**config.mk**
```make
export PLATFORM = sky130hd
export DESIGN_NAME = reconfig_channel_ctrl
export DESIGN_NICKNAME = d
export VERILOG_FILES = /design/src/design/reconfig_channel_ctrl.sv
export SDC_FILE = /design/constraint.sdc
export NUM_CORES = 1
export LEC_CHECK = 0
export BUFFER_PORTS_ARGS = -buffer_cell sky130_fd_sc_hd__clkbuf_2
export CAP_MARGIN = 5
export CORE_AREA = 2 2 39 41
export CTS_CLUSTER_SIZE = 28
export DETAILED_ROUTE_END_ITERATION = 16
export DIE_AREA = 0 0 41 43
export GPL_TIMING_DRIVEN = 0
export SYNTH_ARGS = -nofsm -noshare
export SYNTH_HDL_FRONTEND = slang
export SYNTH_SLANG_ARGS = --single-unit
```
**constraint.sdc**
```tcl
create_clock -name clk -period 1.5 [get_ports clk]
set_input_delay 0.3 -clock clk [delete_from_list [all_inputs] [get_ports clk]]
set_output_delay 0.3 -clock clk [all_outputs]
set_load 0.02 [all_outputs]
```
**src/design/reconfig_channel_ctrl.sv**
```systemverilog
`timescale 1ns/1ps

module reconfig_channel_ctrl
#(
	parameter type payload_t = logic [0:0]
)
(
	input  logic     clk,
	input  logic     reset,
	input  logic     trigger,
	input  payload_t din,
	input  logic     ready,
	input  logic     ack,
	input  logic     busy,
	output payload_t dout,
	output logic     req,
	output logic     done
);

	// ********************************************************
	// request sequencer
	// ********************************************************

	// one pass is trigger, slot, acknowledge, then engine idle
	typedef enum logic [1:0] {
		wait_trigger,
		wait_ready,
		wait_ack,
		wait_busy_low
	} state_t;

	state_t state;

	// the payload is only taken while idle, so a trigger that
	// arrives mid-operation leaves the held settings alone
	always_ff @(posedge clk)
	begin
		if (state == wait_trigger && trigger)
		begin
			dout <= din;
		end
	end

	always_ff @(posedge clk or posedge reset)
	begin
		if (reset)
		begin
			state <= wait_trigger;
			req   <= 1'b0;
			done  <= 1'b0;
		end
		else
		begin
			case (state)
				wait_trigger:
				begin
					// a new trigger also withdraws the previous done
					if (trigger)
					begin
						done  <= 1'b0;
						state <= wait_ready;
					end
				end
				wait_ready:
				begin
					// the arbiter has handed us the engine slot
					if (ready)
					begin
						req   <= 1'b1;
						state <= wait_ack;
					end
				end
				wait_ack:
				begin
					if (ack)
					begin
						req   <= 1'b0;
						state <= wait_busy_low;
					end
				end
				wait_busy_low:
				begin
					// busy came up with ack, so low here means the engine finished
					if (!busy)
					begin
						done  <= 1'b1;
						state <= wait_trigger;
					end
				end
				default:
				begin
					state <= wait_trigger;
				end
			endcase
		end
	end

endmodule

```
After elaboration in Yosys (flattened, before gate mapping)
Cells that the tools add are included.
- bits in registers: 5
- output and inout bits: 3
- input bits: 7
- mux-type cells: 11
- reductions and logical operators: 7
- equality and inequality tests: 7
- operator list (operator ; number):
    $mux W2 ; 4
    $ne A2 B2 Y1 const B ; 4
    $pmux W2 S4 ; 1
    $reduce_and A3 Y1 ; 2
    $eq A2 B2 Y1 const B ; 2
    $mux W1 ; 4
    $pmux W1 S2 ; 2
    $reduce_and A4 Y1 ; 1
    $reduce_bool A2 Y1 ; 2
    $eq A2 B1 Y1 const B ; 1
    $logic_not A2 Y1 ; 1
    $logic_and A1 B1 Y1 ; 1

Logic depth before layout (Yosys ltp)
- word-level depth: 3
- gate-level depth with buffers: 5
- mapped depth without buffers: 5

Worst setup path before layout
OpenSTA, ideal clock, no wires.
- kind: register -> register
- from: reg state[0]
- to: reg state[1]
- cell stages (with the launch flop): 6
- library setup time: 125 ps
- period minus slack after synthesis: 1296 ps
- data arrival time: 1171 ps
- buffers on the path: 0
- required time: 1375 ps
- path slack: 204 ps
- cell sequence: dfrtp_1 > inv_1 > ha_1 > nand2b_4 > nand4_4 > mux2_4
- cells in the longest elaborated chain, start to end: 3
- elaborated cells on any way between the ends: 10
- RTL lines (item ; line ; RTL):
    start, declared ; 32 ; state_t state;
    start signal, assigned ; 48 ; state <= wait_trigger;
    start signal, assigned ; 61 ; state <= wait_ready;
    start signal, assigned ; 70 ; state <= wait_ack;
    $eq A2 B2 Y1, or another cell as far along ; 54 ; case (state)
    $ne A2 B2 Y1 (no line) ; n/a ;
    $reduce_and A4 Y1 (no line) ; n/a ;
Parallel ways exist; a longest one is shown, timed or not.
A chain may end at the register's enable or synchronous reset.

Final worst setup path
Same ends and word-level chain as after synthesis.

==> results.toml <==
[grt]
grt_pass1_vias = 249
grt_antenna_before_repair = 0
grt_pass1_wl_um = 1021
grt_max_degree = 5
grt-ovfl-total = 0
track_usage_pct = 9.356

[placed_design]
hpwl_um = 507
gp_congestion = 0.6620
io_buffers = 9
numPlacedInstances = 54

[cts]
cts_setup_buffers = 0
clk_latency_ns = 0.24
cts_buffer_depth = 2
clock-sinks = 5
h-tree-depth = 1
cts_buffers = 3
cts_root_buffer = "clkbuf_4"
clk_pin_slew_worst_paths_ns = 0.05
cts_tree = "built"

[route]
postRouteAntennaNets = 0
firstDrtPassIters = 2
routed_via_density = 4.203
drc_errors = 0
vias = 248
first_iter_violations = 2
post_drt_wl_per_cell_um = 9.864
drt_wl_total_um = 582

[synth]
synth-seq-cells = 5
syn_nets = 41
yosysSeqAreaShare_pct = 38.38
synth_area_sq_um = 339.1
ys_types = 13
syn_avg_cell_area_sq_um = 11.69
syn_inst = 29
yosys_warnings = 0

[cells_and_area]
drive_gt1_share_pct = 41.86
layout_common_cells = "clkbuf_2 (9), inv_1 (5), ha_1 (5)"
fin_nets = 56
final_common_cell = "clkbuf_2"
fin_cells = 59
synthToLayoutAreaGrowth_pct = 29.89
diodes = 0

[timing]
holdWs_ns = 0.2359
setup_tns_ns = 0
rsz0062_at_grt = "false"
hold_viol = 0
min_period_over_period_pct = 92.74
final-max-slew-violation-count = 0
setup_viol = 0
layout_min_cycle_time_ns = 1.391
relSlewSlack_pct = 88.39
finClkSkew_ns = 0.001302
max_freq_ghz = 0.7189
worst_pin_slew_ns = 0.1740

[floorplan]
core_area_sq_mm = 0.001384
rows = 14
fp.dieH_um = 43
dieArea_sq_mm = 0.001763
num_io_pins = 10
initial_utilization_pct = 24.50
fp.dieW_um = 41

[power_and_ir_drop]
pwr_density_cell_mw_per_mm2 = 1975
cellLeakagePower_nw = 0.2375
vdd_drop_max_v = 0.0004743

[critical_path]
cp.required_ns = 1.63
worstSetupPathType = "reg -> reg"
cp-end-kind = "register"
crit_fanout = 4
cp.arrival_ns = 1.52
cp-start-kind = "register"

[min_path]
hold_path.class = "in -> reg"

[flow_run]
maxCapViolCount = 0

[outcome]
status = "complete, no violations"
## logic make-up (layout without fill, tap and decap cells)
| family | count (synthesis) | after routing | synth area share [%] |
|---|---|---|---|
| compound gates | 4 | 4 | 6.642 |
| fa+ha+maj | 5 | 5 | 18.45 |
| buf+inv | 5 | 19 | 5.536 |
| flops | 5 | 5 | 38.38 |
| mux | 2 | 2 | 7.379 |
| simple gates | 8 | 8 | 23.62 |
## path summary, 6_finish.rpt
check	start	to	slack (ns)	depth (start not counted)
setup reg to reg	state[0]$_DFFE_PP0P_	state[1]$_DFFE_PP0P_	0.11	5
min in group asynchronous	reset	done$_DFFE_PP0P_	0.47	3
hold / removal	din	dout$_DFFE_PP_	0.24	1
max in group asynchronous	reset	req$_DFFE_PP0P_	0.87	3
setup / recovery	state[0]$_DFFE_PP0P_	state[1]$_DFFE_PP0P_	0.11	5
hold reg to reg	req$_DFFE_PP0P_	req$_DFFE_PP0P_	0.55	2
## power breakdown
part | internal (mW) | total [mW] | switching, mW | leakage (nW)
logic | 0.217 | 0.461 | 0.244 | 0.165
registers | 0.204 | 0.250 | 0.0455 | 0.0577
clock network | 0.101 | 0.160 | 0.0587 | 0.0150
## cells in the mapped netlist
cell type	number	area (sq um)
ha_1	5	62.56
nand4_4	1	21.27
inv_1	5	18.77
nor2_1	2	7.510
a21oi_1	2	10.01
nand2_2	1	6.260
a31oi_1	2	12.51
nand2b_4	3	41.29
edfxtp_1	1	30.03
mux2i_1	1	10.01
mux2_4	1	15.01
dfrtp_1	4	100.1
nand2_1	1	3.750
## per-stage QoR
stage | worst slack [ns] | cell area [sq um] | power, mW | utilization [%]
CTS | 0.09268 | 440.4 | 0.8927 | 31.83
global placement | 0.1297 | 404.1 | 0.7077 | 29.20
global route | 0.005566 | 440.4 | 0.9671 | 31.83
finish | 0.1089 | 440.4 | 0.8700 | 31.83
floorplan | 0.2039 | 339.1 | 0.6211 | -
detailed placement | 0.1060 | 404.1 | 0.7205 | 29.20
## worst max-delay path, cell delays in order, from the launching register on
cell      delay, ns
dfrtp_1        0.40
inv_1          0.13
ha_1           0.26
nand2b_4       0.08
nand4_4        0.10
mux2_4         0.30
## what timing repair did
item,in CTS,in global routing
gates resized for setup,0,0
setup endpoints to repair,0,0
endpoints found under the hold margin,4,0
hold buffers,1,0
## flip-flops by register name (all words and copies together), names as in the netlist
register / cells
req: 1
state: 2
dout: 1
done: 1
## layout make-up
cell class	count	area [sq um]
repair buffers	10	55.05
inverters	5	18.77
clock buffers	4	26.28
multi-input cells	19	190.2
flip-flops and latches	5	130.1
fillers	150	943.4
well taps	16	20.02
## per-layer routing
metal / track usage, % / vias up / wire, um
met5: 0 / - / 0
met4: 4.000 / 0 / 0
met3: 7.853 / 0 / 56
met2: 13.44 / 8 / 303
met1: 9.385 / 116 / 223
li1: - / 124 / -
Note: power is estimated with default switching activity, not from simulation.
