<file path="src/common/dp_reconfig_pkg.sv">
package dp_reconfig_pkg;

	// ********************************************************
	// channel numbering and engine timing
	// ********************************************************

	// two request channels share the one reconfiguration engine
	localparam int num_channels = 2;
	localparam int chan_id_w = $clog2(num_channels);

	// channel 0 carries link rate requests, channel 1 drive level requests
	localparam logic [chan_id_w-1:0] chan_rate = 1'b0;
	localparam logic [chan_id_w-1:0] chan_drive = 1'b1;

	// engine busy time per kind of operation, in clk cycles
	localparam int rate_busy_cycles = 8;
	localparam int drive_busy_cycles = 4;
	localparam int busy_cnt_w = $clog2(rate_busy_cycles);

	// DisplayPort link rate codes
	localparam logic [1:0] rate_rbr = 2'd0;
	localparam logic [1:0] rate_hbr = 2'd1;
	localparam logic [1:0] rate_hbr2 = 2'd2;
	localparam logic [1:0] rate_hbr3 = 2'd3;

	// ********************************************************
	// payload types
	// ********************************************************

	typedef struct packed {
		logic [1:0] rate;
		logic [2:0] lanes;
	} link_rate_t;

	typedef struct packed {
		logic [1:0] swing;
		logic [1:0] preemph;
	} drive_level_t;

	// the data field fits link_rate_t, drive_level_t rides zero-extended
	localparam int reconfig_data_w = $bits(link_rate_t);

	typedef struct packed {
		logic [chan_id_w-1:0] chan_id;
		logic [reconfig_data_w-1:0] data;
	} reconfig_word_t;

	// link state out of reset is RBR on a single lane
	localparam link_rate_t rate_reset = '{rate: rate_rbr, lanes: 3'd1};

endpackage
</file>
<file path="src/design/reconfig_engine.sv">
`timescale 1ns/1ps

module reconfig_engine
(
	input  logic                            clk,
	input  logic                            reset,
	input  logic                            eng_req,
	input  dp_reconfig_pkg::reconfig_word_t eng_word,
	output logic                            eng_ack,
	output logic                            eng_busy,
	output dp_reconfig_pkg::link_rate_t     current_rate,
	output dp_reconfig_pkg::drive_level_t   current_drive
);
	import dp_reconfig_pkg::*;

	// ********************************************************
	// request capture
	// ********************************************************

	// this stands in for the transceiver reconfiguration controller
	logic                  start;
	logic [busy_cnt_w-1:0] busy_cnt;
	logic [busy_cnt_w-1:0] busy_load;
	reconfig_word_t        word_q;

	// requests are only taken while idle, a held req during busy is ignored
	assign start = eng_req && !eng_busy;

	// link rate changes take longer than drive level changes
	always_comb
	begin
		if (eng_word.chan_id == chan_drive)
		begin
			busy_load = busy_cnt_w'(drive_busy_cycles - 1);
		end
		else
		begin
			busy_load = busy_cnt_w'(rate_busy_cycles - 1);
		end
	end

	always_ff @(posedge clk)
	begin
		if (start)
		begin
			word_q <= eng_word;
		end
	end

	// ********************************************************
	// busy timer and status update
	// ********************************************************

	always_ff @(posedge clk or posedge reset)
	begin
		if (reset)
		begin
			eng_ack       <= 1'b0;
			eng_busy      <= 1'b0;
			busy_cnt      <= '0;
			current_rate  <= rate_reset;
			current_drive <= '0;
		end
		else
		begin
			// ack is a single pulse alongside the rise of busy
			eng_ack <= 1'b0;
			if (start)
			begin
				eng_ack  <= 1'b1;
				eng_busy <= 1'b1;
				busy_cnt <= busy_load;
			end
			else if (eng_busy)
			begin
				if (busy_cnt == '0)
				begin
					// settings land in the status registers as busy falls
					eng_busy <= 1'b0;
					if (word_q.chan_id == chan_drive)
					begin
						current_drive <= drive_level_t'(word_q.data[$bits(drive_level_t)-1:0]);
					end
					else
					begin
						current_rate <= link_rate_t'(word_q.data);
					end
				end
				else
				begin
					busy_cnt <= busy_cnt - 1'b1;
				end
			end
		end
	end

endmodule

</file>
<file path="config.mk">
export PLATFORM = sky130hd
export DESIGN_NAME = reconfig_engine
export DESIGN_NICKNAME = d
export VERILOG_FILES = /design/src/common/dp_reconfig_pkg.sv /design/src/design/reconfig_engine.sv
export SDC_FILE = /design/constraint.sdc
export NUM_CORES = 1
export LEC_CHECK = 0
export ABC_AREA = 1
export BUFFER_PORTS_ARGS = -buffer_cell sky130_fd_sc_hd__buf_2
export CAP_MARGIN = 20
export CORE_MARGIN = 2
export CORE_UTILIZATION = 50
export DETAILED_ROUTE_END_ITERATION = 10
export GPL_ROUTABILITY_DRIVEN = 0
export GPL_TIMING_DRIVEN = 0
export PLACE_DENSITY = 0.75
export SLEW_MARGIN = 5
export SYNTH_ARGS = -nofsm -noshare
export SYNTH_HDL_FRONTEND = slang
export SYNTH_SLANG_ARGS = --single-unit
</file>
<file path="constraint.sdc">
create_clock -name clk -period 1.3 [get_ports clk]
set_clock_uncertainty 0.05 [all_clocks]
set_input_delay 0.13 -clock clk [delete_from_list [all_inputs] [get_ports clk]]
set_output_delay 0.13 -clock clk [all_outputs]
set_load 0.02 [all_outputs]
</file>
# Word-level counts from Yosys, hierarchy flattened
# Cells that the tools add are included.
# totals
reg_bits	20
inputBits	9
out_inout_bits	11
# op_classes
addsub	1
n_eq_ne	1
n_mux	8
n_bitwise	2
reduce_logical	7
# ops
op	n
$mux 3	4
$reduce_and 4->1	2
$mux 1	4
$logic_not 3->1	1
$sub 3x1->3 const B	1
$ne 2x2->1 const B	1
$not 1->1	2
$reduce_and 2->1	1
$reduce_bool 2->1	1
$logic_and 1x1->1	1
$logic_not 1->1	1

# Depth between registers and ports, before layout
# logic_depth
ltp_word	4
depth_mapped	9
depth_no_buf	9

# Worst setup path before layout
# Ideal clock, no wire load.
# synth_path
path_type	flip-flop to flip-flop
from	register eng_busy
to	register busy_cnt[2]
setup_time_ns	0.116
arrival_time_ns	1.142
t_required_ns	1.134
slack_ns	-0.008
path_stages_with_launch	7
n_path_buf	0
synth_period_minus_slack_ns	1.308
path_cell_list	dfrtp_1 -> nor2_2 -> inv_1 -> nand2_4 -> inv_2 -> nand2_1 -> nand2_1
# synth_via
elab_chain_cells	4
word_cells_on_any_way	6
# synth_rtl
item	line_no	source
start: declaration	reconfig_engine.sv:10	output logic eng_busy,
start signal: assignment	reconfig_engine.sv:59	eng_busy <= 1'b0;
start signal: assignment	reconfig_engine.sv:71	eng_busy <= 1'b1;
start signal: assignment	reconfig_engine.sv:79	eng_busy <= 1'b0;
$logic_not 1->1 (*)	reconfig_engine.sv:27	assign start = eng_req && !eng_busy;
$logic_and 1x1->1 (*)	reconfig_engine.sv:27	
via start	reconfig_engine.sv:21	logic start;
$ne 2x2->1 (no source line) or $reduce_bool 2->1 (tied branches)	-	
$reduce_and 2->1 (no source line)	-	
end signal: assignment	reconfig_engine.sv:72	busy_cnt <= busy_load;
end signal: assignment	reconfig_engine.sv:91	busy_cnt <= busy_cnt - 1'b1;
end: declaration	reconfig_engine.sv:22	logic [busy_cnt_w-1:0] busy_cnt;
# The timed path passes the listed nets; every way through them passes the cells marked *.
# A chain may end at the register's enable or synchronous reset.

# Worst setup path after layout
# layout_path
from	register busy_cnt[0]
to	register current_drive[1] (netlist bit)
# layout_via
elab_chain_cells	2
# layout_rtl
item	line_no	source
$logic_not 3->1	reconfig_engine.sv:76	if (busy_cnt == '0)
$reduce_and 4->1 (no source line)	-	
end signal: assignment	reconfig_engine.sv:82	current_drive <= drive_level_t'(word_q.data[$bits(drive_level_t)-1:0]);
end: declaration	reconfig_engine.sv:12	output dp_reconfig_pkg::drive_level_t current_drive
# No other way between the ends.

==> results by group <==
Routing
  – 1st-iter DRT viols: 20
  – Post-Route M1 WL: between 600 and 700 um
  – Antenna-violating nets left: 0
  – Average wire per standard cell: 11.9 um
  – Met2 Routed Length: 778 um
  – WL met3: 47 um
  – Via count: between 600 and 700
  – Vias/cell: 4.70
  – Routed wire length: 1550 um
  – Top Layer Used: met4
  – TritonRoute pass-1 iters: 4
  – Post-route DRC: 0

CTS
  – CTS Buf Count: 3
  – Clock Sinks: 20
  – CTS Buffer Depth: 2
  – Clock slew seen by the registers of the worst setup and hold paths: 0.11 ns
  – CTS H-tree lvls: 1
  – Clk Latency, worst-skew pair: 0.31 ns
  – CTS tree: yes
  – CTS root buf: clkbuf_4

Yosys
  – Syn_nets: 88
  – Synth warnings: 0
  – Register area share after synthesis: 62.9%
  – Synth Cell Area: 846 sq um
  – Post-synth cell types: 16
  – Mean area per synthesized cell: 11.0 sq um
  – Area leader, netlist: dfrtp_1
  – Top cell type's share of synthesized area: 38.5%
  – Ranking of synthesized cells by area: dfrtp_1 38%, edfxtp_1 21%, nand2_1 9.8%
  – Syn Inst Count: 77
  – Synth Register Bits: 20

Die
  – Starting Density: between 50% and 60%
  – Die W: about 45 um
  – Die H: 45.1 um
  – Core area: 1540 sq um
  – Boundary Pins: 20
  – Row count: 14
  – Die area: just over 2000 sq um

Power
  – Leakage Power: 0.000616 uW
  – Power Density: 2380 nW/um^2
  – Max VDD drop: 1.45 mV

Setup path
  – CP required: 1.46 ns
  – Worst setup SP type: register
  – Worst r2r path cells: 7
  – Crit path kind: reg2reg
  – Worst reg2reg setup slack: -0.03 ns
  – CP endpoint kind: register
  – Crit path max fanout: 8
  – WP data arrival: 1.49 ns

Global routing
  – Global-route wire length before repair: 2190 um
  – Largest net degree at the start of global routing: 15
  – Initial antenna violation count: 0
  – All-Layer GR Usage: about 15%
  – Total gr overflow: 0
  – Vias in the first global route: 540

Timing
  – Fin. Hold Viols: 0
  – Max Slew Vio Count: 0
  – Fin crit share: 103%
  – FMAX: around 0.75 GHz
  – Slew of the pin with the lowest slew margin: 0.535 ns
  – Final worst slack: -0.0350 ns
  – Final min period: between 1 and 1.5 ns
  – Slew HR: 64.3%
  – Minimum hold slack: 0.185 ns
  – Unrepaired setup endpoints after global routing: yes
  – Setup Viol. Count Final: 8

Placed design
  – Post-Place Cell Area: 966 sq um
  – I/O Buffers: 19
  – Placed instance count: 112
  – Pre-CTS WS: -0.0275 ns
  – Post-DP HPWL: about 920 um

Final layout
  – Final Non-Filler Cells: 130
  – Number of diodes: 0
  – Share of post-route cells with drive strength above 1: slightly below 50%
  – Sequential Area: between 500 and 600 sq um
  – Synth-to-Final Area Change: 39.9%
  – Area taken by multi-input logic gates: 305 sq um
  – Post-route cell area: 1180 sq um
  – Fillers: 98
  – Fin nets: 126

Job
  – Max-cap viol count: 0

Min path
  – Hold Crit Depth: 4
  – Worst hold path type: in2reg

Status
  – Failing checks: setup timing
  – Status: complete, but fails checks
==> what timing repair did <==
action / CTS / global route
hold buffers: 7 / 0
hold endpoints to repair: 19 / 0
resized for setup: 2 / 10
pin swaps: 0 / 6
endpoints found under the setup margin: 9 / 12
buffers inserted: 0 / 7
==> flip-flops by register name, indices dropped and copies added (netlist names) <==
| register | cells |
|---|---|
| current_drive | 4 |
| eng_busy | 1 |
| eng_ack | 1 |
| busy_cnt | 3 |
| word_q | 6 |
| current_rate | 5 |
==> worst max-delay path: stages, from the launching register on <==
cell     delay [ns]
dfrtp_1        0.41
inv_2          0.10
ha_4           0.16
nand2_4        0.06
nor2_4         0.18
nand2_4        0.13
nand2_2        0.09
o21ai_2        0.04
==> Yosys cell counts <==
library cell and n:
nand2_4 3, dfstp_2 1, nor2_1 1, dfrtp_1 13, o21ai_0 1, edfxtp_1 6, nand3_1 1, nand2_1 22
nand2_2 1, nor2_4 1, a21oi_2 1, inv_1 14, o21ai_2 8, ha_1 2, inv_2 1, nor2_2 1
==> worst paths after layout <==
path,startpoint,endpoint
setup / recovery,busy_cnt[0],current_drive[1]
hold / removal,eng_req,eng_ack
setup reg to reg,busy_cnt[0],current_drive[1]
hold reg to reg,current_drive[1],current_drive[1]
max in group asynchronous,reset,current_rate[0]
min in group asynchronous,reset,current_drive[0]
==> cell type report <==
class                      count  area share [%]
clock inverter                 1            2.54
tap                           16            1.69
sequential                    20            44.9
timing repair buffer          33            18.4
clock buffer                   3            1.90
multi-input combinational     42            25.8
inverter                      15            4.76
==> where the power goes <==
part	internal, uW	leakage (uW)	total (uW)	switching (uW)
Clock	312	0.0000279	506	194
Combinational	517	0.000361	1290	778
Sequential	892	0.000227	1020	127
==> metrics by stage <==
stage          setup TNS [ns]  total power (uW)  util, %
2_1_floorplan               0              1770        -
3_3_place_gp                0              2000     62.7
3_5_place_dp           -0.152              2030     62.7
4_1_cts                     0              2560     70.8
5_1_grt                -0.908              3020     76.8
6_report               -0.189              2820     76.8
==> cells in the final DEF, fill, tap and decap left out <==
master         netlist  final
inv_2                1      3
nand2_4              3      4
nand2_2              1      5
edfxtp_1             6      6
bufinv_16            0      1
dfstp_2              1      1
buf_2                0     19
buf_4                0      7
o21ai_2              8      8
dfrtp_1             13     13
o21ai_0              1      1
nand3_1              1      1
ha_4                 0      2
inv_1               14     12
dlygate4sd3_1        0      7
nor2_4               1      2
clkbuf_4             0      3
nor2_1               1      1
a21oi_2              1      1
nand2_1             22     17
==> per-layer routing <==
metal,track usage [%],vias up
met5,0,-
met4,5.29,0
met3,3.60,5
met2,26.0,13
met1,19.0,283
li1,-,310
==> cell families after synthesis <==
family	share of synthesized area [%]
adders and majority gates	2.96
DFF	62.9
AOI/OAI and AO/OA	9.91
buffers and inverters	6.66
and+or+nand+nor	17.6
Note: power is estimated with default switching activity, not from simulation.
